## config.mk

```make
export PLATFORM = sky130hd
export DESIGN_NAME = slave_out_port
export DESIGN_NICKNAME = d
export VERILOG_FILES = /design/src/hdl/serial_bus_pkg.sv /design/src/hdl/slave_out_port.sv
export SDC_FILE = /design/constraint.sdc
export NUM_CORES = 1
export LEC_CHECK = 0
export BUFFER_PORTS_ARGS = -buffer_cell sky130_fd_sc_hd__buf_4
export CORE_MARGIN = 1.5
export CORE_UTILIZATION = 46
export DETAILED_ROUTE_END_ITERATION = 8
export GPL_TIMING_DRIVEN = 0
export PLACE_DENSITY = 0.68
export SLEW_MARGIN = 40
export SYNTH_ARGS = -nofsm -noshare
export SYNTH_HDL_FRONTEND = slang
export SYNTH_SLANG_ARGS = --single-unit
```

## constraint.sdc

```tcl
create_clock -name clk -period 1.6 [get_ports clk]
set_clock_uncertainty 0.15 [all_clocks]
set_input_delay 0.32 -clock clk [delete_from_list [all_inputs] [get_ports clk]]
set_output_delay 0.32 -clock clk [all_outputs]
set_load 0.1 [all_outputs]
```

## src/hdl/serial_bus_pkg.sv

```systemverilog
// shared widths, access delays and counter widths for the serial slave
// received frame struct and the FSM state enums
package serial_bus_pkg;

	localparam int ADDR_W          = 12;
	localparam int DATA_W          = 8;
	localparam int MEM_DEPTH       = 1 << ADDR_W;

	localparam int FAST_DELAY      = 1; // wait cycles, bit 11 clear
	localparam int SLOW_DELAY      = 8; // wait cycles, bit 11 set
	localparam int SPLIT_THRESHOLD = 5; // delays at or above this split

	localparam int ADDR_CNT_W      = $clog2(ADDR_W);
	localparam int BIT_CNT_W       = $clog2(DATA_W);
	localparam int DLY_W           = $clog2(SLOW_DELAY + 1);

	// one complete frame as seen by the controller and memory
	typedef struct packed {
		logic [ADDR_W-1:0] addr;
		logic [DATA_W-1:0] data;
		logic              is_write;
	} rx_frame_t;

	typedef enum logic {
		RX_IDLE,
		RX_SHIFT
	} rx_state_t;

	typedef enum logic [1:0] {
		NORMAL,
		WAIT,
		SPLIT,
		VALID
	} port_state_t;

	typedef enum logic {
		TX_IDLE,
		TX_SHIFT
	} tx_state_t;

endpackage

```

## src/hdl/slave_out_port.sv

```systemverilog
// serial transmitter for one read byte, LSB first
// holds the current bit while the master is not ready
`timescale 1ns/1ps

module slave_out_port import serial_bus_pkg::*; (
	input  logic              clk,
	input  logic              arst_n,
	input  logic              slave_valid,
	input  logic              master_ready,
	input  logic [DATA_W-1:0] rdata,
	output logic              tx_data,
	output logic              slave_tx_done
);

	tx_state_t            state;
	logic                 valid_q;
	logic                 load;
	logic [BIT_CNT_W-1:0] bit_cnt; // index of bit on tx_data
	logic [DATA_W-1:0]    shift_q;

	assign load = (state == TX_IDLE) && slave_valid && !valid_q; // rising edge

	// bit 0 is visible in the load cycle itself
	assign tx_data = (state == TX_SHIFT) ? shift_q[0] : (load & rdata[0]);

	assign slave_tx_done = (state == TX_SHIFT) && master_ready &&
		(bit_cnt == BIT_CNT_W'(DATA_W - 1));

	always_ff @(posedge clk or negedge arst_n)
	begin
		if (!arst_n)
		begin
			state   <= TX_IDLE;
			valid_q <= 1'b0;
			bit_cnt <= '0;
		end
		else
		begin
			valid_q <= slave_valid;
			if (load)
			begin
				state   <= TX_SHIFT;
				bit_cnt <= master_ready ? BIT_CNT_W'(1) : '0;
			end
			else if ((state == TX_SHIFT) && master_ready)
			begin
				if (slave_tx_done)
					state <= TX_IDLE;
				bit_cnt <= bit_cnt + BIT_CNT_W'(1); // wraps to 0 after bit 7
			end
		end
	end

	always_ff @(posedge clk)
	begin
		if (load)
			shift_q <= master_ready ? {1'b0, rdata[DATA_W-1:1]} : rdata;
		else if ((state == TX_SHIFT) && master_ready)
			shift_q <= {1'b0, shift_q[DATA_W-1:1]};
	end

endmodule

```

**Word-level counts from Yosys, hierarchy flattened**

Index checks and enable logic that the tools add are counted.

- Register bits after elaboration: 13
- Input bits: 12
- Output and inout bits: 2
- Word-level logic and storage cells: 26

- Add/sub/neg operators: 1
- Eq/ne operators: 1
- Mux-type cells: 10
- Bitwise gates (word level): 2
- Reduce and logical (&&, ||, !) cells: 8

Operators by type and width:

| kind | count |
|---|---|
| $mux W8 | 3 |
| $mux W3 | 2 |
| $mux W1 | 5 |
| $logic_and A1 B1 Y1 | 4 |
| $reduce_bool A2 Y1 | 2 |
| $add A3 B1 Y3 const B | 1 |
| $eq A3 B3 Y1 const B | 1 |
| $reduce_and A2 Y1 | 1 |
| $and A1 B1 Y1 | 1 |
| $logic_not A1 Y1 | 1 |
| $not A1 Y1 | 1 |

**Longest topological paths before layout**

- Word-level depth: 5
- Mapped depth: 5
- Mapped depth without buffers: 4

**Worst setup path before layout**

Ideal clock, no wire load.

- Path kind: flip-flop to output port
- Start: reg state
- End: out tx_data
- Data arrival time: 1,628 ps
- Required time: 1,130 ps
- Setup slack: -498 ps
- Cell stages (with the launch flop): 4
- Path buffers: 1
- Cells stage by stage: dfrtp_1 buf_6 nor3b_4 a22o_1

- Word-level cells in the longest chain between the ends: 5

Ends and longest elaborated chain:

| what | line | RTL |
|---|---|---|
| from (decl) | slave_out_port.sv:15 | `tx_state_t state;` |
| from (signal assigned) | slave_out_port.sv:33 | `state <= TX_IDLE;` |
| from (signal assigned) | slave_out_port.sv:42 | `state <= TX_SHIFT;` |
| from (signal assigned) | slave_out_port.sv:48 | `state <= TX_IDLE;` |
| $not A1 Y1 | slave_out_port.sv:21 | `assign load = (state == TX_IDLE) && slave_valid && !valid_q;` |
| $logic_and A1 B1 Y1 (2 in series) | slave_out_port.sv:21 |  |
| $and A1 B1 Y1 | slave_out_port.sv:24 | `assign tx_data = (state == TX_SHIFT) ? shift_q[0] : (load & rdata[0]);` |
| $mux W1 * | slave_out_port.sv:24 |  |
| to (decl) | slave_out_port.sv:11 | `output logic tx_data,` |

Mark *: on every way between the ends. The rest lies on a longest branch, timed or not.

**Final worst setup path**

Ends and elaborated chain as after synthesis.

==> impl_metrics.json <==
{
  "status": "finished with violations",
  "violations": "negative setup slack",
  "setup_violations": 11,
  "gp_congestion": 0.680,
  "cts_made_buffers": 3,
  "p_per_area_nw_per_um2": 1500,
  "worstHoldStart": "rdata[7]",
  "diodes": 0,
  "avgRoutedWirePerCell_um": 14.8,
  "vias": 533,
  "p_leak_nw": 0.458,
  "detail-route-antenna-nets": 0,
  "die_h_um": 41.5,
  "crit_arrival_ns": 1.38,
  "p_total_w": 0.00153,
  "cts_buffer_depth": 2,
  "r2r_end": "shift_q[2]",
  "hold_viol": 0,
  "peakVddDrop_v": 0.000781,
  "viasPerCell": 5.17,
  "cp-start-kind": "register",
  "cp.required_ns": 1.13,
  "holdPathStages": 2,
  "drt-initial-drc-count": 11,
  "min_path_type": "primary input to register",
  "synth_edf_count": 8,
  "syn_area_um2": 683,
  "drive_gt1_frac": 0.432,
  "grt_use_total": 0.168,
  "cts_root_buf": "clkbuf_4",
  "syn2layout_area_growth_pct": 50.2,
  "finalWirelength_mm": 1.52,
  "grt_pass1_vias": 527,
  "holdPathEnd": "shift_q[7]",
  "reg2reg_depth": 5,
  "stdcell_area_um2": 1030,
  "crit_fanout": 4,
  "drc_errors": 0,
  "dieArea_um2": 1730,
  "critPathKind": "register to primary output",
  "grt_overflow": 0,
  "synth_xor_area_frac": 0,
  "avgSynthCellArea_um2": 11.4,
  "row_count": 13,
  "yosysWarnings": 0,
  "seqPwrFrac": 0.371,
  "yosys.area_share.simple": 0.159,
  "core_um2": 1350,
  "initial_core_util": 0.506,
  "insertion_delay_ns": 0.28,
  "synth_mux_area_frac": 0.117,
  "final_cell_mix": "buf_4, mux2i_1, nor2_1, edfxtp_1, a21oi_1",
  "io_pins": 14,
  "htreeDepth": 1,
  "synth_top_family_by_area": "simple AND/OR/NAND/NOR gates",
  "reg2reg_slack_ns": -0.06,
  "path_clk_slew_ns": 0.09,
  "dp_cells": 87,
  "clock_sinks": 13,
  "grt_pass1_wl_mm": 2.24,
  "synthArstFlopShare": 0.385,
  "p_int_w": 0.000972,
  "place_area_um2": 805,
  "dp_hpwl_um": 833,
  "reg2reg_from": "state",
  "final_util": 0.760,
  "rsz0062_at_grt": "yes",
  "grt_max_degree": 11,
  "ys_ff_latch": 13,
  "timing.fmax_ghz": 0.540,
  "min_period_over_period": 1.16,
  "finalSetupTns_ns": -0.898,
  "synthAdderAreaFrac": 0.0366,
  "fin_ws_ns": -0.253,
  "yosys.cell_types.count": 20,
  "synth.yosys.seq_area_share": 0.535,
  "cts_tree": "built",
  "p_sw_w": 0.000563,
  "die_w_um": 41.5,
  "switching_share": 0.367,
  "maxCapViolCount": 0,
  "nets": 103,
  "grt_antenna_before_repair": 0,
  "layout_commonest_cell": "buf_4",
  "syn_nets": 74,
  "slew_headroom": 0.847,
  "worst_slew_pin_slew_ns": 0.224,
  "power_frac_clock": 0.136,
  "ys.flop_type": "edfxtp_1",
  "final_cells": 103,
  "crit_path_end_kind": "primary output",
  "first_pass_iters": 4,
  "p_comb_frac": 0.493,
  "final-max-slew-violation-count": 0,
  "synth_cells": 60,
  "synth-compound-area-share": 0.0989,
  "numPortBuffers": 12,
  "final.min_clock_period_ns": 1.85
}
-- stage by stage --
step                hold WS, ns  setup WS [ns]
floorplan                -0.126        -0.0393
global placement        -0.0255         -0.276
detailed placement      -0.0240         -0.278
CTS                     0.00417         -0.230
global route              0.210         -0.291
finish                    0.213         -0.253
-- cell type report --
cell class | count | area, um2
plain buffers | 4 | 36.3
inverters | 1 | 3.75
clock buffers | 3 | 22.5
fillers | 93 | 324
multi-input cells | 42 | 318
clock inverters | 1 | 5.00
repair buffers | 24 | 256
flip-flops and latches | 13 | 365
well taps | 15 | 18.8
-- logic make-up after synthesis --
family / count (synthesis)
and+or+nand+nor: 20
DFF: 13
muxes: 8
buffers and inverters: 5
adders and majority gates: 2
AOI/OAI and AO/OA: 12
-- flip-flops by register name, summed over array words and instances (netlist names) --
register and flops:
shift_q 8, state 1, bit_cnt 3, valid_q 1
-- timing repair --
item	in CTS	in global routing
setup endpoints to repair	17	17
cloned	0	2
gates resized for setup	10	5
endpoints found under the hold margin	5	1
hold buffers	1	1
pin swaps	3	2
setup buffers	2	6
-- how the worst max path moves through the flow --
stage / start / to / slack (ns) / depth (start not counted)
after floorplan: state / tx_data / -0.04 / 3
after global placement: state / tx_data / -0.28 / 4
after detailed placement: state / tx_data / -0.28 / 4
after CTS: bit_cnt[0] / slave_tx_done / -0.23 / 4
after global routing: state / tx_data / -0.29 / 4
final: state / tx_data / -0.25 / 4
-- synth_stat cells (all sizes together), types with 2 or more instances --
master / count / area (um2)
a21oi: 8 / 43.8
buf: 4 / 32.5
dfrtp: 5 / 125
edfxtp: 8 / 240
ha: 2 / 25.0
mux2i: 8 / 80.1
nand2: 3 / 11.3
nand3: 3 / 15.0
nor2: 9 / 36.3
o21ai: 3 / 15.0
-- per-layer routing --
metal | wire length (um) | track usage | vias to the layer above
li1 | - | - | 270
met1 | 724 | 0.228 | 251
met2 | 745 | 0.272 | 10
met3 | 44 | 0.0391 | 2
met4 | 9 | 0.0387 | 0
met5 | 0 | 0 | -
-- critical path: stages, from the launching register on --
cell and delay (ns):
dfrtp_1 0.40, buf_6 0.14, nor3b_4 0.23, a22o_4 0.17, buf_12 0.16
-- power groups by stage --
| stage | clock network, W | registers, W | logic [W] |
|---|---|---|---|
| floorplan | 0 | 0.000557 | 0.000429 |
| global placement | 0 | 0.000566 | 0.000521 |
| detailed placement | 0 | 0.000570 | 0.000533 |
| CTS | 0.000209 | 0.000559 | 0.000632 |
| global route | 0.000226 | 0.000579 | 0.000820 |
| finish | 0.000208 | 0.000569 | 0.000757 |
(Power assumes the default switching activity.)
