### src/hdl/serial_bus_pkg.sv
// shared widths, access delays and counter widths for the serial slave
// received frame struct and the FSM state enums
package serial_bus_pkg;

	localparam int ADDR_W          = 12;
	localparam int DATA_W          = 8;
	localparam int MEM_DEPTH       = 1 << ADDR_W;

	localparam int FAST_DELAY      = 1; // wait cycles, bit 11 clear
	localparam int SLOW_DELAY      = 8; // wait cycles, bit 11 set
	localparam int SPLIT_THRESHOLD = 5; // delays at or above this split

	localparam int ADDR_CNT_W      = $clog2(ADDR_W);
	localparam int BIT_CNT_W       = $clog2(DATA_W);
	localparam int DLY_W           = $clog2(SLOW_DELAY + 1);

	// one complete frame as seen by the controller and memory
	typedef struct packed {
		logic [ADDR_W-1:0] addr;
		logic [DATA_W-1:0] data;
		logic              is_write;
	} rx_frame_t;

	typedef enum logic {
		RX_IDLE,
		RX_SHIFT
	} rx_state_t;

	typedef enum logic [1:0] {
		NORMAL,
		WAIT,
		SPLIT,
		VALID
	} port_state_t;

	typedef enum logic {
		TX_IDLE,
		TX_SHIFT
	} tx_state_t;

endpackage

### src/hdl/slave_port.sv
// slave controller FSM
// picks in-place wait or split transfer from the address region
// drives slave_valid, slave_ready and split_en from the state
`timescale 1ns/1ps

module slave_port import serial_bus_pkg::*; (
	input  logic      clk,
	input  logic      arst_n,
	input  logic      rx_done,
	input  rx_frame_t frame,
	input  logic      slave_tx_done,
	output logic      slave_valid,
	output logic      slave_ready,
	output logic      split_en
);

	port_state_t      state;
	logic [DLY_W-1:0] dly_cnt; // remaining wait cycles minus one
	logic [DLY_W-1:0] req_dly;
	logic             rd_start;

	// bit 11 selects the slow region
	assign req_dly = frame.addr[ADDR_W-1] ? DLY_W'(SLOW_DELAY) : DLY_W'(FAST_DELAY);

	assign rd_start = rx_done && !frame.is_write; // writes need no action

	always_ff @(posedge clk or negedge arst_n)
	begin
		if (!arst_n)
		begin
			state   <= NORMAL;
			dly_cnt <= '0;
		end
		else
		begin
			case (state)
				NORMAL:
				begin
					if (rd_start)
					begin
						dly_cnt <= req_dly - DLY_W'(1);
						if (req_dly >= DLY_W'(SPLIT_THRESHOLD))
							state <= SPLIT; // long access, release the bus
						else
							state <= WAIT;
					end
				end
				WAIT, SPLIT:
				begin
					if (dly_cnt == '0)
						state <= VALID;
					else
						dly_cnt <= dly_cnt - DLY_W'(1);
				end
				VALID:
				begin
					if (slave_tx_done)
						state <= NORMAL; // last bit is out
				end
				default: state <= NORMAL;
			endcase
		end
	end

	assign split_en    = (state == SPLIT);
	assign slave_valid = (state == VALID);
	assign slave_ready = (state == NORMAL); // low while a read is pending

endmodule

### config.mk
export PLATFORM = sky130hd
export DESIGN_NAME = slave_port
export DESIGN_NICKNAME = d
export VERILOG_FILES = /design/src/hdl/serial_bus_pkg.sv /design/src/hdl/slave_port.sv
export SDC_FILE = /design/constraint.sdc
export NUM_CORES = 1
export LEC_CHECK = 0
export BUFFER_PORTS_ARGS = -buffer_cell sky130_fd_sc_hd__buf_2
export CAP_MARGIN = 20
export CORE_AREA = 2 2 39 41
export CTS_BUF_LIST = sky130_fd_sc_hd__clkbuf_8 sky130_fd_sc_hd__clkbuf_16
export CTS_CLUSTER_DIAMETER = 100
export CTS_CLUSTER_SIZE = 16
export DETAILED_ROUTE_END_ITERATION = 8
export DIE_AREA = 0 0 41 43
export PLACE_DENSITY_LB_ADDON = 0.15
export SYNTH_ARGS = -nofsm -noshare
export SYNTH_HDL_FRONTEND = slang
export SYNTH_SLANG_ARGS = --single-unit
### constraint.sdc
create_clock -name clk -period 3.05 [get_ports clk]
set_input_delay 0 -clock clk [delete_from_list [all_inputs] [get_ports clk]]
set_output_delay 0 -clock clk [all_outputs]
set_load 0.03 [all_outputs]
# Yosys cells after proc, flatten, opt, wreduce, memory -nomap -nowiden
# Cells that the tools add are included.
dict set report classes {
  n_reduce_logical 8
  mux 9
  add_sub_neg 2
  eq_ne 7
  n_lt_le_gt_ge 1
}
# op count
set op_table {}
lappend op_table {{$mux 4} 3}
lappend op_table {{$mux 2} 4}
lappend op_table {{$pmux 4 s2} 1}
lappend op_table {{$sub 4x1->4 const B} 2}
lappend op_table {{$ne 2x2->1 const B} 3}
lappend op_table {{$pmux 2 s3} 1}
lappend op_table {{$reduce_and 3->1} 2}
lappend op_table {{$eq 2x2->1 const B} 2}
lappend op_table {{$ge 4x3->1 const B} 1}
lappend op_table {{$logic_not 4->1} 1}
lappend op_table {{$eq 2x1->1 const B} 1}
lappend op_table {{$logic_not 2->1} 1}
lappend op_table {{$ne 2x1->1 const B} 1}
lappend op_table {{$reduce_bool 2->1} 1}
lappend op_table {{$reduce_or 2->1} 1}
lappend op_table {{$logic_and 1x1->1} 1}
lappend op_table {{$logic_not 1->1} 1}
dict set report totals {
  input_bits 25
  output_inout_bits 3
  register_bits 6
  word_cells 29
}

# Depth between registers and ports, before layout
dict set report depth {
  word_depth 5
  ltp_mapped 9
  mapped_depth_nobuf 8
}

# Least setup slack after synthesis
# Ideal clock, no wire load.
dict set report synth_path {
  path_kind {reg2reg}
  start {reg state[0]}
  end {reg dly_cnt[2]}
  required_ps 2985
  synth_period_minus_slack_ps 1778
  n_path_buf 1
  stages_incl_launch_ff 10
  arrival_ps 1713
  slack_ps 1272
  setup_time_ps 65
  path_cell_list {dfrtp_1 -> inv_1 -> ha_1 -> clkbuf_1 -> nand2b_1 -> o21ai_0 -> ha_1 -> and3_2 -> o22ai_1 -> o211a_1}
}
dict set report synth_between {
  elab_chain_cells 4
  word_cells_on_any_way 9
  cone_classes {eq/ne: 4; mux: 1; reduce/logical: 4}
}
# element line
set synth_lines {}
lappend synth_lines {{start: declaration} slave_port.sv:17} ;# port_state_t state;
lappend synth_lines {{start signal: assignment} slave_port.sv:31} ;# state <= NORMAL;
lappend synth_lines {{start signal: assignment} slave_port.sv:43} ;# state <= SPLIT;
lappend synth_lines {{start signal: assignment} slave_port.sv:45} ;# state <= WAIT;
lappend synth_lines {{$eq 2x2->1 or $eq 2x1->1 (tied branches)} slave_port.sv:36} ;# case (state)
lappend synth_lines {{$reduce_or 2->1} slave_port.sv:36}
lappend synth_lines {{$ne 2x2->1 (no source line) or $reduce_bool 2->1 (tied branches)} -}
lappend synth_lines {{$reduce_and 3->1 (no source line)} -}
lappend synth_lines {{end signal: assignment} slave_port.sv:41} ;# dly_cnt <= req_dly - DLY_W'(1);
lappend synth_lines {{end signal: assignment} slave_port.sv:53} ;# dly_cnt <= dly_cnt - DLY_W'(1);
lappend synth_lines {{end: declaration} slave_port.sv:18} ;# logic [DLY_W-1:0] dly_cnt;
# Several ways; a longest one is shown, not always the timed one.
# A chain may end at the register's enable or synchronous reset.

# Worst setup path in the final report
dict set report layout_path {
  start {reg state[1]}
  end {reg dly_cnt[2]}
}
# The elaborated chain is that of the path after synthesis.

==> results.yml <==
yosys:
  synth.avg_cell_area_um2: 9.75
  ys_seq_elements: 6
  ys_seq_area_share_pct: 35.8
  ys_top_cells_by_area: "dfrtp_1 (36%), ha_1 (12%), a211oi_1 (3.6%)"
  syn_nets: 72
  async_reset_ff_share_pct: 100
  syn-instance-count: 43
  synth_top_area_share_pct: 35.8
  synthFlopType: "dfrtp_1"
  synth_edf_count: 0
  synth_top_cell_by_area: "dfrtp_1"
  yosysMostFrequentCell: "dfrtp_1"
  yosys-top-cells-count: "dfrtp_1 (6), ha_1 (4), inv_1 (4)"
  netlist_area_um2: 419
  ys_warn_count: 0
  ys_types: 26
worst_setup_path:
  critical_path_buf_inv_count: 1
  crit_required_ns: 3.20
  slowest_delay_ns: 0.40
  cp.arrival_ns: 2.02
  start_kind: "flip-flop"
  cp_max_fo: 11
  cpLargestDelayFamily: "adder cells"
  endpoint_kind: "flip-flop"
  cp.depth: 8
  cp_common_cell: "ha_1"
  crit_chain: "inv_1 > ha_1 > nand2b_1 > o21ai_0 > ha_1 > and3_2 > o22ai_1 > o211a_1"
  reg2reg_depth: 8
  cp_slowest_cell: "ha_1"
  crit_type: "reg2reg"
route:
  first_iter_violations: 4
  ant_nets: 0
  drcViolationCount: 0
  firstDrtPassIters: 2
  vias: 348
  routed_wl_um: 747
  wl_per_cell_um: 10.7
  viasPerCell: 4.97
floorplanning:
  die_y_um: 43
  initial_utilization_pct: 30.3
  ios: 28
  core-area_um2: 1380
  die_w_um: 41
  fp-row-count: 14
  dieArea_um2: 1760
sta:
  rsz0062_at_grt: "no"
  maxSlewViolCount: 0
  finalHoldViolCount: 0
  fin_skew_ns: 0.00230
  setup_tns_ns: 0
  layout_min_cycle_time_ns: 1.87
  fmax_ghz: 0.535
  max_slew_margin_pct: 67.6
  worst_slew_pin_slew_ns: 0.482
  setup_viol: 0
  finalCritPeriodShare_pct: 61.3
final_layout:
  fill_cells: 159
  layout-drive-gt1-share_pct: 25.9
  antenna_cells: 0
  final_util_pct: 38.1
  nets: 85
  syn_to_final_growth_pct: 25.7
  fin_cells: 70
run:
  max_cap_viol_count: 0
placement:
  dpl.cell_count: 66
  place_congestion: 0.696
  io_buffer_count: 8
  dpl.hpwl_um: 619
clock_network:
  cts_buffer_depth: 2
  clkSinkCount: 6
  cts_tree: "done"
  clk_latency_ns: 0.22
  cts_buffers: 3
  root_buffer: "clkbuf_8"
  htree_levels: 1
  cts.clk_slew.worst_paths_ns: 0.03
  cts_resized: 0
power_and_ir_drop:
  p_leak_nw: 0.268
  power_density_nw_per_um2: 1390
  ir_worst_vdd_mv: 0.537
grt:
  grt_pass1_vias: 328
  grt_pass1_wl_um: 1390
  grt_max_degree: 12
  antenna_found_initial: 0
  grt_overflow_total: 0
  grt_use_total_pct: 12.1
worst_hold_path:
  hold_path.class: "in2async"
status:
  status: "complete, no violations"
-- power by group --
group	switching [mW]	internal (mW)	total [mW]
Sequential	0.0313	0.118	0.149
Clock	0.0286	0.0843	0.113
Combinational	0.263	0.206	0.469
Total	0.323	0.409	0.732
-- state kept, by name (all words and copies together), names as in the netlist --
register,count
dly_cnt,4
state,2
-- worst paths after layout --
kind	endpoint	slack, ns	start
max	dly_cnt[2]$_DFFE_PN0P_	1.18	state[1]$_DFFE_PN0P_
min	state[1]$_DFFE_PN0P_	0.13	arst_n
max reg2reg	dly_cnt[2]$_DFFE_PN0P_	1.18	state[1]$_DFFE_PN0P_
min reg2reg	dly_cnt[3]$_DFFE_PN0P_	0.55	dly_cnt[3]$_DFFE_PN0P_
max in group asynchronous	dly_cnt[1]$_DFFE_PN0P_	2.78	arst_n
min in group clk	state[1]$_DFFE_PN0P_	0.14	frame[20]
-- repair_timing --
| item | CTS | global route |
|---|---|---|
| setup buffers | 0 | 0 |
| endpoints found under the hold margin | 6 | 0 |
| hold buffers | 1 | 0 |
-- area by class of cell --
cell class / count / area, µm² / area share, %
multi-input cells: 32 / 250 / 47.5
clock buffers: 3 / 41.3 / 7.84
well taps: 16 / 20.0 / 3.80
inverters: 4 / 15.0 / 2.85
flip-flops and latches: 6 / 150 / 28.5
repair buffers: 9 / 50.0 / 9.50
-- layout by cell type (no fill, tap or decap), drive strengths merged --
| cell type | Yosys | routed |
|---|---|---|
| a211o | 1 | 1 |
| a211oi | 2 | 2 |
| a21boi | 1 | 1 |
| a21oi | 2 | 2 |
| a22oi | 2 | 2 |
| a2bb2oi | 1 | 1 |
| and3 | 1 | 1 |
| and3b | 1 | 1 |
| buf | 0 | 8 |
| clkbuf | 1 | 3 |
| dfrtp | 6 | 6 |
| dlygate4sd3 | 0 | 1 |
| ha | 4 | 4 |
| inv | 4 | 4 |
| mux2 | 1 | 1 |
| mux2i | 1 | 1 |
| nand2 | 1 | 1 |
| nand2b | 1 | 1 |
| nor2 | 2 | 2 |
| nor2b | 2 | 2 |
| nor4 | 1 | 1 |
| o211a | 1 | 1 |
| o21ai | 1 | 1 |
| o22ai | 2 | 2 |
| o31ai | 1 | 1 |
| o41a | 1 | 1 |
| or2 | 1 | 1 |
| or2b | 1 | 1 |
-- per-stage QoR --
stage | total power [mW] | area, µm² | setup WS, ns | hold WS (ns)
2_1_floorplan | 0.534 | 419 | 1.27 | -0.296
3_3_place_gp | 0.624 | 475 | 1.16 | -0.174
3_5_place_dp | 0.624 | 475 | 1.17 | -0.175
4_1_cts | 0.745 | 527 | 1.16 | 0.125
5_1_grt | 0.812 | 527 | 1.02 | 0.156
6_report | 0.732 | 527 | 1.18 | 0.132
-- kinds of logic after synthesis --
kind of cell,Yosys count,synth area share (%)
AO/OA/AOI/OAI,15,26.6
adder cells (fa/ha/maj),4,11.9
flip-flops,6,35.8
AND/OR/NAND/NOR,11,16.1
buffers and inverters,5,4.48
multiplexers,2,5.07
-- routing by layer --
metal	global-route usage [%]	up-vias	routed length [µm]
met5	0	-	0
met1	17.2	164	353
met4	8.00	0	0
li1	-	182	-
met3	4.71	0	3
met2	14.7	2	390
Power figures use the tool's default switching activity.
