## src/hdl/serial_bus_pkg.sv

```systemverilog
// shared widths, access delays and counter widths for the serial slave
// received frame struct and the FSM state enums
package serial_bus_pkg;

	localparam int ADDR_W          = 12;
	localparam int DATA_W          = 8;
	localparam int MEM_DEPTH       = 1 << ADDR_W;

	localparam int FAST_DELAY      = 1; // wait cycles, bit 11 clear
	localparam int SLOW_DELAY      = 8; // wait cycles, bit 11 set
	localparam int SPLIT_THRESHOLD = 5; // delays at or above this split

	localparam int ADDR_CNT_W      = $clog2(ADDR_W);
	localparam int BIT_CNT_W       = $clog2(DATA_W);
	localparam int DLY_W           = $clog2(SLOW_DELAY + 1);

	// one complete frame as seen by the controller and memory
	typedef struct packed {
		logic [ADDR_W-1:0] addr;
		logic [DATA_W-1:0] data;
		logic              is_write;
	} rx_frame_t;

	typedef enum logic {
		RX_IDLE,
		RX_SHIFT
	} rx_state_t;

	typedef enum logic [1:0] {
		NORMAL,
		WAIT,
		SPLIT,
		VALID
	} port_state_t;

	typedef enum logic {
		TX_IDLE,
		TX_SHIFT
	} tx_state_t;

endpackage

```

## src/hdl/slave_in_port.sv

```systemverilog
// serial receiver for one bus frame
// 12 address bits, 8 data bits on writes, both LSB first
`timescale 1ns/1ps

module slave_in_port import serial_bus_pkg::*; (
	input  logic      clk,
	input  logic      arst_n,
	input  logic      master_valid,
	input  logic      read_en,
	input  logic      write_en,
	input  logic      rx_address,
	input  logic      rx_data,
	input  logic      slave_ready,
	output logic      rx_done,
	output rx_frame_t frame
);

	rx_state_t               state;
	logic [ADDR_CNT_W-1:0]   bit_cnt;
	logic                    is_write;
	logic [ADDR_W-1:0]       addr_sr;
	logic [DATA_W-1:0]       data_sr;
	logic                    take;
	logic                    last;

	// a new frame only starts while the slave is ready
	assign take = master_valid &&
		((state == RX_IDLE) ? (slave_ready && (read_en || write_en)) : 1'b1);
	assign last = (state == RX_SHIFT) && master_valid &&
		(bit_cnt == ADDR_CNT_W'(ADDR_W - 1));

	always_ff @(posedge clk or negedge arst_n)
	begin
		if (!arst_n)
		begin
			state    <= RX_IDLE;
			bit_cnt  <= '0;
			is_write <= 1'b0;
			rx_done  <= 1'b0;
		end
		else
		begin
			rx_done <= 1'b0; // single cycle pulse
			case (state)
				RX_IDLE:
				begin
					if (take)
					begin
						state    <= RX_SHIFT;
						bit_cnt  <= ADDR_CNT_W'(1); // bit 0 taken now
						is_write <= write_en;
					end
				end
				RX_SHIFT:
				begin
					if (!master_valid)
					begin
						state   <= RX_IDLE; // master gave up
						bit_cnt <= '0;
					end
					else if (last)
					begin
						state   <= RX_IDLE;
						bit_cnt <= '0;
						rx_done <= 1'b1;
					end
					else
						bit_cnt <= bit_cnt + ADDR_CNT_W'(1);
				end
				default: state <= RX_IDLE;
			endcase
		end
	end

	// shift registers and the frame output
	always_ff @(posedge clk)
	begin
		if (take)
			addr_sr <= {rx_address, addr_sr[ADDR_W-1:1]};
		if (take && (bit_cnt < ADDR_CNT_W'(DATA_W)))
			data_sr <= {rx_data, data_sr[DATA_W-1:1]}; // first 8 bits only
		if (last)
		begin
			frame.addr     <= {rx_address, addr_sr[ADDR_W-1:1]};
			frame.data     <= data_sr;
			frame.is_write <= is_write;
		end
	end

endmodule

```

## config.mk

```make
export PLATFORM = sky130hd
export DESIGN_NAME = slave_in_port
export DESIGN_NICKNAME = d
export VERILOG_FILES = /design/src/hdl/serial_bus_pkg.sv /design/src/hdl/slave_in_port.sv
export SDC_FILE = /design/constraint.sdc
export NUM_CORES = 1
export LEC_CHECK = 0
export ABC_AREA = 0
export BUFFER_PORTS_ARGS = -buffer_cell sky130_fd_sc_hd__buf_4
export CORE_MARGIN = 1
export CORE_UTILIZATION = 47
export DETAILED_ROUTE_END_ITERATION = 6
export GPL_TIMING_DRIVEN = 0
export HOLD_SLACK_MARGIN = 0.03
export PLACE_DENSITY = 0.67
export SLEW_MARGIN = 20
export SYNTH_ARGS = -nofsm -noshare
export SYNTH_HDL_FRONTEND = slang
export SYNTH_SLANG_ARGS = --single-unit
```

## constraint.sdc

```tcl
create_clock -name clk -period 2.9 [get_ports clk]
set_input_delay 0.58 -clock clk [delete_from_list [all_inputs] [get_ports clk]]
set_output_delay 0.58 -clock clk [all_outputs]
set_load 0.02 [all_outputs]
```

==> Word level (Yosys, flattened, before mapping) <==
Cells that the tools add are included.
{ "word_totals": {"regBits": 48, "in_bits": 8, "out_inout_bits": 22, "word_cells": 33} }
{ "classes": {"add_sub_neg": 1, "magnitude_cmp": 1, "eq_ne": 2, "muxes": 12, "bitwise_logic": 1, "reduce_logical": 7} }
{ "op_table": {"columns": ["cell", "count"], "rows": [
  ["$mux W4", 3],
  ["$pmux W4 S2", 1],
  ["$mux W1", 7],
  ["$logic_and A1 B1 Y1", 5],
  ["$add A4 B1 Y4 const B", 1],
  ["$eq A4 B4 Y1 const B", 1],
  ["$lt A4 B4 Y1 const B", 1],
  ["$ne A2 B2 Y1 const B", 1],
  ["$pmux W1 S2", 1],
  ["$reduce_and A2 Y1", 1],
  ["$logic_or A1 B1 Y1", 1],
  ["$not A1 Y1", 1]
]} }

==> Longest topological paths before layout <==
Gate-level depths: netlist of run 1.
{ "depth": {"ltp_word": 6, "mapped_depth": 4} }

==> Least setup slack after synthesis of run 1 <==
No wires, ideal clock.
{ "synth_path": {"path_type": "reg-to-reg", "from": "reg bit_cnt[0]", "to": "reg frame[0] in the netlist's numbering (enable)", "setup_time_ps": 399, "arrival_ps": 1610, "path_slack_ps": 891, "stages_incl_launch_ff": 4, "period_less_slack_ps": 2009, "path_cell_list": "dfrtp_1 ha_1 nand3b_1 nor2_1"} }
{ "synth_via": {"elab_chain_len": 2} }
{ "synth_rtl": {"columns": ["element", "line", "source"], "rows": [
  ["start, declared", "slave_in_port.sv:19", "logic [ADDR_CNT_W-1:0] bit_cnt;"],
  ["start signal, assigned", "slave_in_port.sv:68", "bit_cnt <= bit_cnt + ADDR_CNT_W'(1);"],
  ["$eq A4 B4 Y1", "slave_in_port.sv:30", "(bit_cnt == ADDR_CNT_W'(ADDR_W - 1));"],
  ["$logic_and A1 B1 Y1", "slave_in_port.sv:29", "assign last = (state == RX_SHIFT) && master_valid &&"],
  ["net last", "slave_in_port.sv:24", "logic last;"],
  ["end, declared", "slave_in_port.sv:15", "output rx_frame_t frame"]
]} }
The timed path passes the listed nets, and every way through them passes these cells.
A chain may end at the register's enable or synchronous reset.

==> Final worst setup path of run 1 <==
{ "layout_path": {"from": "reg state", "to": "reg data_sr[5] (enable)"} }
{ "layout_via": {"elab_chain_len": 3} }
{ "layout_rtl": {"columns": ["element", "line", "source"], "rows": [
  ["start, declared", "slave_in_port.sv:18", "rx_state_t state;"],
  ["start signal, assigned", "slave_in_port.sv:36", "state <= RX_IDLE;"],
  ["start signal, assigned", "slave_in_port.sv:49", "state <= RX_SHIFT;"],
  ["start signal, assigned", "slave_in_port.sv:58", "state <= RX_IDLE;"],
  ["$mux W1", "slave_in_port.sv:28", "((state == RX_IDLE) ? (slave_ready && (read_en || write_en)) : 1'b1);"],
  ["$logic_and A1 B1 Y1", "slave_in_port.sv:27", "assign take = master_valid &&"],
  ["net take", "slave_in_port.sv:23", "logic take;"],
  ["$logic_and A1 B1 Y1", "slave_in_port.sv:80", "if (take && (bit_cnt < ADDR_CNT_W'(DATA_W)))"],
  ["end signal, assigned", "slave_in_port.sv:81", "data_sr <= {rx_data, data_sr[DATA_W-1:1]};"],
  ["end, declared", "slave_in_port.sv:22", "logic [DATA_W-1:0] data_sr;"]
]} }
The timed path passes the listed nets, and every way through them passes these cells.

==> summary.txt, run 1 <==
most frequent cell after synthesis: edfxtp_1
Post-synth EDFFs: 40
# Max-Cap Violations: 0
total congestion overflow: 0
Yosys warning total: 0
Post-Syn Area: 1570 um2
Synth area leaders: edfxtp_1 (76%), dfrtp_1 (11%), nand3_1 (1.3%), nor2b_1 (1.2%), nand3b_1 (0.95%)
final worst-path cycle share: 67.2%
nature of the critical path endpoint: flop
metal2 WL: 974 um
Synth cell types: 22
Root Driver: clkbuf_4
antenna violations before repair: 0
worst hold slack: 0.415 ns
status: completed
H-Tree Depth: 2
top routing layer in use: met4
first-pass GRT wire length: 3.19 mm
worst slew pin tran: 0.651 ns
Post-synth ARST share: 14.9%
RD Place Congestion: 0.783
Clock Skews: 0.00589 ns
Max Freq: 513 MHz
clock sink count: 47
Post-CTS Resized: 0
share of the synthesized area in the top cell type: 76.3%
Compound-Gate Fraction of Synth Area: 3.97%
Worst path max stage delay: 0.61 ns
worst skew pair latency: 0.34 ns
largest net degree at the start of global routing: 14
power per cell area: 572 nW/um2
Detail Route Antenna Nets: 0
maximum vdd ir drop: 264 uV
Max Slew Vio Count: 0
met3 wire length: 117 um
main combinational cell family by area after synthesis: simple AND/OR/NAND/NOR gates
Final #Nets: 124
setup bufs post-CTS: 0
RSZ-0062 raised after global routing: no
Synth top cells by count: edfxtp_1 (40), dfrtp_1 (7), nand3_1 (4)
Slew HR: 56.5%
Die Y: 59.9 um
WL final: 1.99 mm
CP startpoint kind: flop
Avg WL per Cell: 12.5 um
Final setup viols: 0
HP Class: in2reg
layout cells sized above 1: 32.8%
Horiz. Die Dim: 59.9 um
num ports: 30
row cnt: 20
storage element area: 1380 um2
post-DP HPWL: 1.39 mm
number of global-route vias before repair: 673
Synth Area in Adders: 0.795%
Synth Area in XOR/XNOR: 0%
Initial DRC Count: 12
mux cell area share after synthesis: 0.636%
vias per inst: 4.76
CP arrival: 1.93 ns
Buffers on Ports: 29
ys flop type: edfxtp_1
area occupied by multi-input gates: 185 um2
Syn-to-layout area delta: 22.3%
Met1 Wirelength: 890 um
Longest Clk Path Bufs: 2
post-synthesis register bit count: 47
Finished Cell Area: 1920 um2
power consumption: 1100 uW
Area after DPL: 1860 um2
Crit Path Max Fanout: 12
post-synth top area cell: edfxtp_1
Vias: 761
simple-gate share of the synthesized area: 6.20%
Antenna Cells: 0
CP required: 2.88 ns
TritonCTS clock tree: built
Final min period: 1.95 ns
# DRC: 0
post-synthesis cell count: 77
WS Path Type: reg2reg
die area: 3580 um2
Clk pin slew, worst setup/hold paths: 0.11 ns
Final Hold Viols: 0
Core Area: 3100 um2
CP Cell Sequence: buf_4, o21a_1, nor2b_1
Fillers: 245
Seq/Total Area, Yosys: 87.4%
drt pass-1 iters: 4
Worst path slowest cell: nor2b_1
CTS buffer count: 5
Fin Setup TNS: 0 ns
leakage power: 0.000717 uW
syn avg cell area: 20.4 um2
GR Util All Layers: 13.2%
initial core utilization: 50.7%
Mapped Nets: 86
-- where the power goes --
| part | switching (uW) | internal (uW) |
|---|---|---|
| logic | 27.7 | 24.8 |
| registers | 14.4 | 762 |
| clock network | 176 | 94.8 |
-- critical path: cells and delay by family (launching register included) --
family	cells	cell delay [ns]
buffers and inverters	1	0.15
AO/OA/AOI/OAI	1	0.49
flip-flops	1	0.34
AND/OR/NAND/NOR	1	0.61
-- timing repair --
action                                  CTS  global route
hold buffers                              1             0
hold endpoints to repair                  7             0
endpoints found under the setup margin    0             0
-- kinds of logic (layout without fill, tap and decap cells) --
logic type	Yosys count	in the layout
flip-flops	47	47
adder cells (fa/ha/maj)	1	1
AO/OA/AOI/OAI	8	8
buffers and inverters	3	42
multiplexers	1	1
AND/OR/NAND/NOR	17	17
-- sequential cells by signal, indices dropped and copies added (netlist names) --
register  count
frame        21
addr_sr      11
data_sr       8
bit_cnt       4
is_write      1
rx_done       1
state         1
-- placed cells by master (no fill, tap or decap) --
| cell | count |
|---|---|
| a22o_1 | 1 |
| and3_1 | 1 |
| o2bb2ai_1 | 1 |
| nor3b_1 | 1 |
| nor2_2 | 1 |
| and3b_1 | 1 |
| a22oi_1 | 1 |
| inv_1 | 2 |
| clkbuf_4 | 5 |
| a21oi_1 | 1 |
| clkinv_2 | 1 |
| mux2i_1 | 1 |
| clkbuf_1 | 2 |
| buf_8 | 1 |
| nor2b_1 | 3 |
| nand3_1 | 4 |
| o21a_1 | 2 |
| nand3b_1 | 2 |
| o211ai_1 | 1 |
| buf_4 | 30 |
| nand2_1 | 2 |
| dfrtp_1 | 7 |
| nor2_1 | 1 |
| dlygate4sd3_1 | 1 |
| or3_1 | 1 |
| a32o_1 | 1 |
| ha_1 | 1 |
| edfxtp_1 | 40 |
-- metrics by stage --
stage | utilization [%] | setup slack [ns] | std cells
after floorplan | - | 0.891 | 77
after global placement | 59.5 | 0.442 | 150
after detailed placement | 60.1 | 0.552 | 151
after CTS | 62.0 | 0.915 | 160
after global routing | 62.0 | 0.803 | 160
final | 62.0 | 0.950 | 160
-- routing by layer --
layer | global-route usage [%] | vias up
li1 | - | 374
met2 | 19.2 | 25
met1 | 17.1 | 360
met4 | 5.98 | 0
met3 | 5.84 | 2
met5 | 0 | -
-- path summary, 6_finish.rpt --
| path | cells after the start | endpoint | startpoint | slack, ns |
|---|---|---|---|---|
| min reg2reg | 0 | frame[1] | data_sr[0] | 0.45 |
| min in group asynchronous | 2 | is_write | arst_n | 0.57 |
| max reg2reg | 3 | data_sr[5] | state | 0.95 |
| min | 1 | data_sr[7] | rx_data | 0.42 |
| max | 3 | data_sr[5] | state | 0.95 |
| max in group asynchronous | 2 | rx_done | arst_n | 2.20 |
-- area by class of cell --
class,instances,share of cell area (%)
Sequential cell,47,71.5
Timing Repair Buffer,31,12.6
Multi-Input combinational cell,27,9.62
Tap cell,44,2.86
Clock buffer,7,2.34
Buffer,1,0.390
Inverter,2,0.390
Clock inverter,1,0.260
No activity file was read; power rests on OpenSTA's default activity.
==> run 2: changes to the inputs <==
--- a/config.mk
+++ b/config.mk
@@ -12,7 +12,7 @@
 export DETAILED_ROUTE_END_ITERATION = 6
 export GPL_TIMING_DRIVEN = 0
 export HOLD_SLACK_MARGIN = 0.03
-export PLACE_DENSITY = 0.67
+export PLACE_DENSITY = 0.7
 export SLEW_MARGIN = 20
 export SYNTH_ARGS = -nofsm -noshare
 export SYNTH_HDL_FRONTEND = slang
==> constraint.sdc (replaced) <==
create_clock -name clk -period 1.65 [get_ports clk]
set_input_delay 0.33 -clock clk [delete_from_list [all_inputs] [get_ports clk]]
set_output_delay 0.33 -clock clk [all_outputs]
set_load 0.02 [all_outputs]
==> run 2 against run 1 <==
Effect of this change:
- sequential power grew 75%
- via count is 5.5% higher
- combinational power up 82%
- clock power rose to 3.0 times the previous value
- final area up 5.3%
- cell count grew 1.3%
- core utilization up 3.3 points
==> summary.txt, run 2 (synthesis gave the netlist of run 1 again) <==
status: completed
Clk pin slew, worst setup/hold paths: 0.12 ns
Final min period: 1.57 ns
initial core utilization: 50.7%
Syn-to-layout area delta: 28.7%
FF-to-FF setup slack: 0.08 ns
Slew HR: 71.8%
total congestion overflow: 0
CTS buffer count: 5
antenna violations before repair: 0
row cnt: 20
HP Class: in2reg
nature of the critical path endpoint: flop
GR Util All Layers: 13.4%
Fillers: 229
Clock Skews: 0.00563 ns
maximum vdd ir drop: 554 uV
fin worst setup slack: 0.0845 ns
TritonCTS clock tree: built
layout cells sized above 1: 36.4%
Vias: 803
Finished Cell Area: 2030 um2
worst hold slack: 0.146 ns
Buffers on Ports: 29
biggest regs: frame: 21 flops, addr_sr: 11 flops, data_sr: 8 flops
Antenna Cells: 0
commonest non-fill, non-tap cells in the layout: edfxtp_1 (40), buf_4 (30), dfrtp_1 (7)
die area: 3580 um2
CP arrival: 1.65 ns
Final #Nets: 126
Worst path slowest cell: dfrtp_1
worst skew pair latency: 0.36 ns
# DRC: 0
number of global-route vias before repair: 692
Cell Count, Final, Fillers Out: 162
Buffers & Inverters on Critical Path: 1
Avg WL per Cell: 12.8 um
Util after Layout: 65.3%
drt pass-1 iters: 4
Max Freq: 639 MHz
CP Cell Sequence: ha_1, nand3b_1, nor2_4, buf_12
Detail Route Antenna Nets: 0
Core Area: 3100 um2
# Max-Cap Violations: 0
leakage power: 0.000754 uW
most common cell after layout, fill and taps aside: edfxtp_1
largest net degree at the start of global routing: 15
max reg flops: 21
Area after DPL: 1860 um2
Crit Path Max Fanout: 11
area occupied by multi-input gates: 210 um2
RD Place Congestion: 0.834
Max Slew Vio Count: 0
Final Hold Viols: 0
WS Path Type: reg2reg
Horiz. Die Dim: 59.9 um
Top reg by flops: frame
H-Tree Depth: 2
Final setup viols: 0
first-pass GRT wire length: 3.19 mm
post-DP HPWL: 1.28 mm
storage element area: 1380 um2
Top delay family on crit path: simple AND/OR/NAND/NOR gates
power per cell area: 1120 nW/um2
num ports: 30
Initial DRC Count: 17
worst slew pin tran: 0.421 ns
vias per inst: 4.96
Setup WS pre-CTS: -0.186 ns
Die Y: 59.9 um
CP startpoint kind: flop
placed instance count: 150
Root Driver: clkbuf_4
WL final: 2.07 mm
Longest Clk Path Bufs: 2
CP required: 1.74 ns
Worst path max stage delay: 0.39 ns
final worst-path cycle share: 94.9%
RSZ-0062 raised after global routing: no
clock sink count: 47
==> run 2: routing by layer <==
layer  up-vias  global-route usage (%)  part of all wire, %  wire length [um]
met1       393                    17.1                   46               941
met4         0                    6.98                  2.4                49
met5         -                       0                    0                 0
met3         6                    6.49                  5.5               114
li1        378                       -                    -                 -
met2        26                    18.9                   46               961
==> run 2: repair_timing <==
item,CTS,global route
setup endpoints to repair,29,22
gates cloned,1,0
gates resized for setup,2,1
hold buffers,1,0
endpoints found under the hold margin,7,0
buffers inserted,0,2
pin swaps,1,2
==> run 2: power breakdown <==
group | total [uW] | internal, uW | switching (uW)
sequential | 1360 | 1340 | 24.3
clock | 817 | 473 | 344
combinational | 95.7 | 45.8 | 49.9
==> run 2: worst paths after layout <==
| kind | end | cells past startpoint | from |
|---|---|---|---|
| setup / recovery | frame[1] | 4 | bit_cnt[0] |
| hold / removal | data_sr[7] | 1 | rx_data |
| setup reg to reg | frame[1] | 4 | bit_cnt[0] |
| hold reg to reg | frame[9] | 0 | addr_sr[1] |
| max in group asynchronous | rx_done | 2 | arst_n |
| min in group asynchronous | bit_cnt[0] | 2 | arst_n |
==> run 2: layout make-up <==
| class | instances | share of cell area (%) |
|---|---|---|
| Timing Repair Buffer | 32 | 13.2 |
| Clock buffer | 6 | 2.04 |
| Tap cell | 44 | 2.72 |
| Inverter | 2 | 0.371 |
| Multi-Input combinational cell | 28 | 10.4 |
| Clock inverter | 2 | 2.96 |
| Buffer | 1 | 0.371 |
| Sequential cell | 47 | 67.9 |
==> run 2: through the flow <==
step / power, uW / TNS (ns)
after detailed placement: 1480 / -2.99
after CTS: 2290 / 0
after global routing: 2370 / 0
final: 2280 / 0
after floorplan: 1440 / 0
after global placement: 1480 / -2.00
==> run 3: changes to the inputs <==
--- a/config.mk
+++ b/config.mk
@@ -12,7 +12,7 @@
 export DETAILED_ROUTE_END_ITERATION = 6
 export GPL_TIMING_DRIVEN = 0
 export HOLD_SLACK_MARGIN = 0.03
-export PLACE_DENSITY = 0.7
+export PLACE_DENSITY = 0.67
 export SLEW_MARGIN = 20
 export SYNTH_ARGS = -nofsm -noshare
 export SYNTH_HDL_FRONTEND = slang
==> constraint.sdc (replaced) <==
create_clock -name clk -period 1.58 [get_ports clk]
set_input_delay 0.316 -clock clk [delete_from_list [all_inputs] [get_ports clk]]
set_output_delay 0.316 -clock clk [all_outputs]
set_load 0.02 [all_outputs]
==> run 3 against run 2 <==
Effect of this change:
- global-route usage is 1.4 points higher
- clock skew is 0.00071 ns higher
- largest power group unchanged
- highest routed layer unchanged
- critical path type unchanged
- combinational power is 4% higher
- register-to-register slack better by 0.04 ns
- clock power is 3.5% higher
==> summary.txt, run 3 (synthesis gave the netlist of run 1 again) <==
status: completed
Slew HR: 79.1%
worst slew pin tran: 0.313 ns
Crit Path Max Fanout: 12
Max Slew Vio Count: 0
CP arrival: 1.50 ns
num ports: 30
Syn-to-layout area delta: 29.8%
FF-to-FF setup slack: 0.13 ns
HP Class: in2reg
Root Driver: clkbuf_4
final worst-path cycle share: 91.9%
WL final: 2.23 mm
layout cells sized above 1: 38.5%
post-DP HPWL: 1.35 mm
first-pass GRT wire length: 3.53 mm
worst skew pair latency: 0.35 ns
row cnt: 20
Met1 Wirelength: 1.03 mm
die area: 3580 um2
WS Path Type: reg2reg
most common cell after layout, fill and taps aside: edfxtp_1
commonest non-fill, non-tap cells in the layout: edfxtp_1 (40), buf_4 (35), dfrtp_1 (7)
TritonCTS clock tree: built
maximum vdd ir drop: 638 uV
# DRC: 0
metal2 WL: 1.02 mm
Initial DRC Count: 14
Avg WL per Cell: 13.4 um
initial core utilization: 50.7%
Worst path slowest cell: dfrtp_1
antenna violations before repair: 0
nature of the critical path endpoint: flop
Longest Clk Path Bufs: 2
top routing layer in use: met4
Die Y: 59.9 um
power per cell area: 1160 nW/um2
clock sink count: 47
RSZ-0062 raised after global routing: no
Horiz. Die Dim: 59.9 um
Antenna Cells: 0
Detail Route Antenna Nets: 0
biggest regs: frame: 21 flops, addr_sr: 11 flops, data_sr: 8 flops
largest net degree at the start of global routing: 15
number of global-route vias before repair: 739
total congestion overflow: 0
Final Hold Viols: 0
Final #Nets: 130
# Max-Cap Violations: 0
Vias: 794
leakage power: 0.000771 uW
CP startpoint kind: flop
Worst path max stage delay: 0.34 ns
Final min period: 1.45 ns
Clk pin slew, worst setup/hold paths: 0.12 ns
CP Cell Sequence: buf_4, o21a_2, nor2b_4
vias per inst: 4.78
Max Freq: 688 MHz
Clock Skews: 0.00635 ns
RD Place Congestion: 0.726
GR Util All Layers: 14.8%
Top reg by flops: frame
power consumption: 2370 uW
H-Tree Depth: 2
CTS buffer count: 5
Final setup viols: 0
CP required: 1.63 ns
Buffers on Ports: 29
Core Area: 3100 um2
Util after Layout: 65.8%
met3 wire length: 135 um
drt pass-1 iters: 4
max reg flops: 21
Fillers: 235
-- run 3: cell types whose count changed in the layout (fill, tap and decap cells not counted) --
cell | before | now
buf_4 | 30 | 35
buf_12 | 2 | 1
-- run 3: critical path: cells and delay by family (launching register included) --
family,cells,cell delay [ns]
AO/OA/AOI/OAI,1,0.33
flip-flops,1,0.34
AND/OR/NAND/NOR,1,0.33
buffers and inverters,1,0.15
-- run 3: per-stage QoR --
| step | std cells | TNS [ns] | instance area, um2 | setup WS (ns) | hold slack [ns] |
|---|---|---|---|---|---|
| detailed placement | 150 | -6.06 | 1860 | -0.280 | 0.136 |
| finish | 166 | 0 | 2040 | 0.127 | 0.140 |
| global route | 166 | 0 | 2040 | 0.000512 | 0.107 |
| global placement | 150 | -4.67 | 1860 | -0.252 | 0.133 |
| floorplan | 77 | 0 | 1580 | 0.0699 | 0.0204 |
| CTS | 164 | 0 | 2030 | 0.0260 | 0.119 |
-- run 3: report_power, final --
part | leakage [uW] | switching [uW] | internal [uW]
registers | 0.000458 | 26.0 | 1400
logic | 0.000260 | 52.1 | 47.9
clock network | 0.0000525 | 352 | 494
total | 0.000771 | 431 | 1940
-- run 3: area by class of cell --
cell class	count	area (um2)	share of cell area, %
buffer	1	7.51	0.367
clock buffer	6	41.3	2.02
clock inverter	2	60.1	2.94
inverter	2	7.51	0.367
multi-input combinational	28	210	10.3
sequential	47	1380	67.4
tap	44	55.1	2.69
timing repair buffer	36	285	14.0
-- run 3: path summary, 6_finish.rpt --
path,endpoint,startpoint,depth (start not counted)
worst max-delay path,data_sr[7],state,3
worst min-delay path,data_sr[7],rx_data,1
worst max register to register,data_sr[7],state,3
worst min register to register,frame[1],data_sr[0],0
max in group asynchronous,rx_done,arst_n,2
min in group asynchronous,is_write,arst_n,2
-- run 3: repair_timing --
action	4_1_cts	5_1_grt
resized for setup	3	0
setup buffers	4	2
setup endpoints to repair	29	21
pin swaps	2	0
gates cloned	1	0
endpoints found under the hold margin	7	0
hold buffers	1	0
-- run 3: metal layers --
metal,global-route usage [%],vias up
li1,-,386
met1,19.1,380
met2,21.3,23
met3,6.06,5
met4,7.97,0
met5,0,-
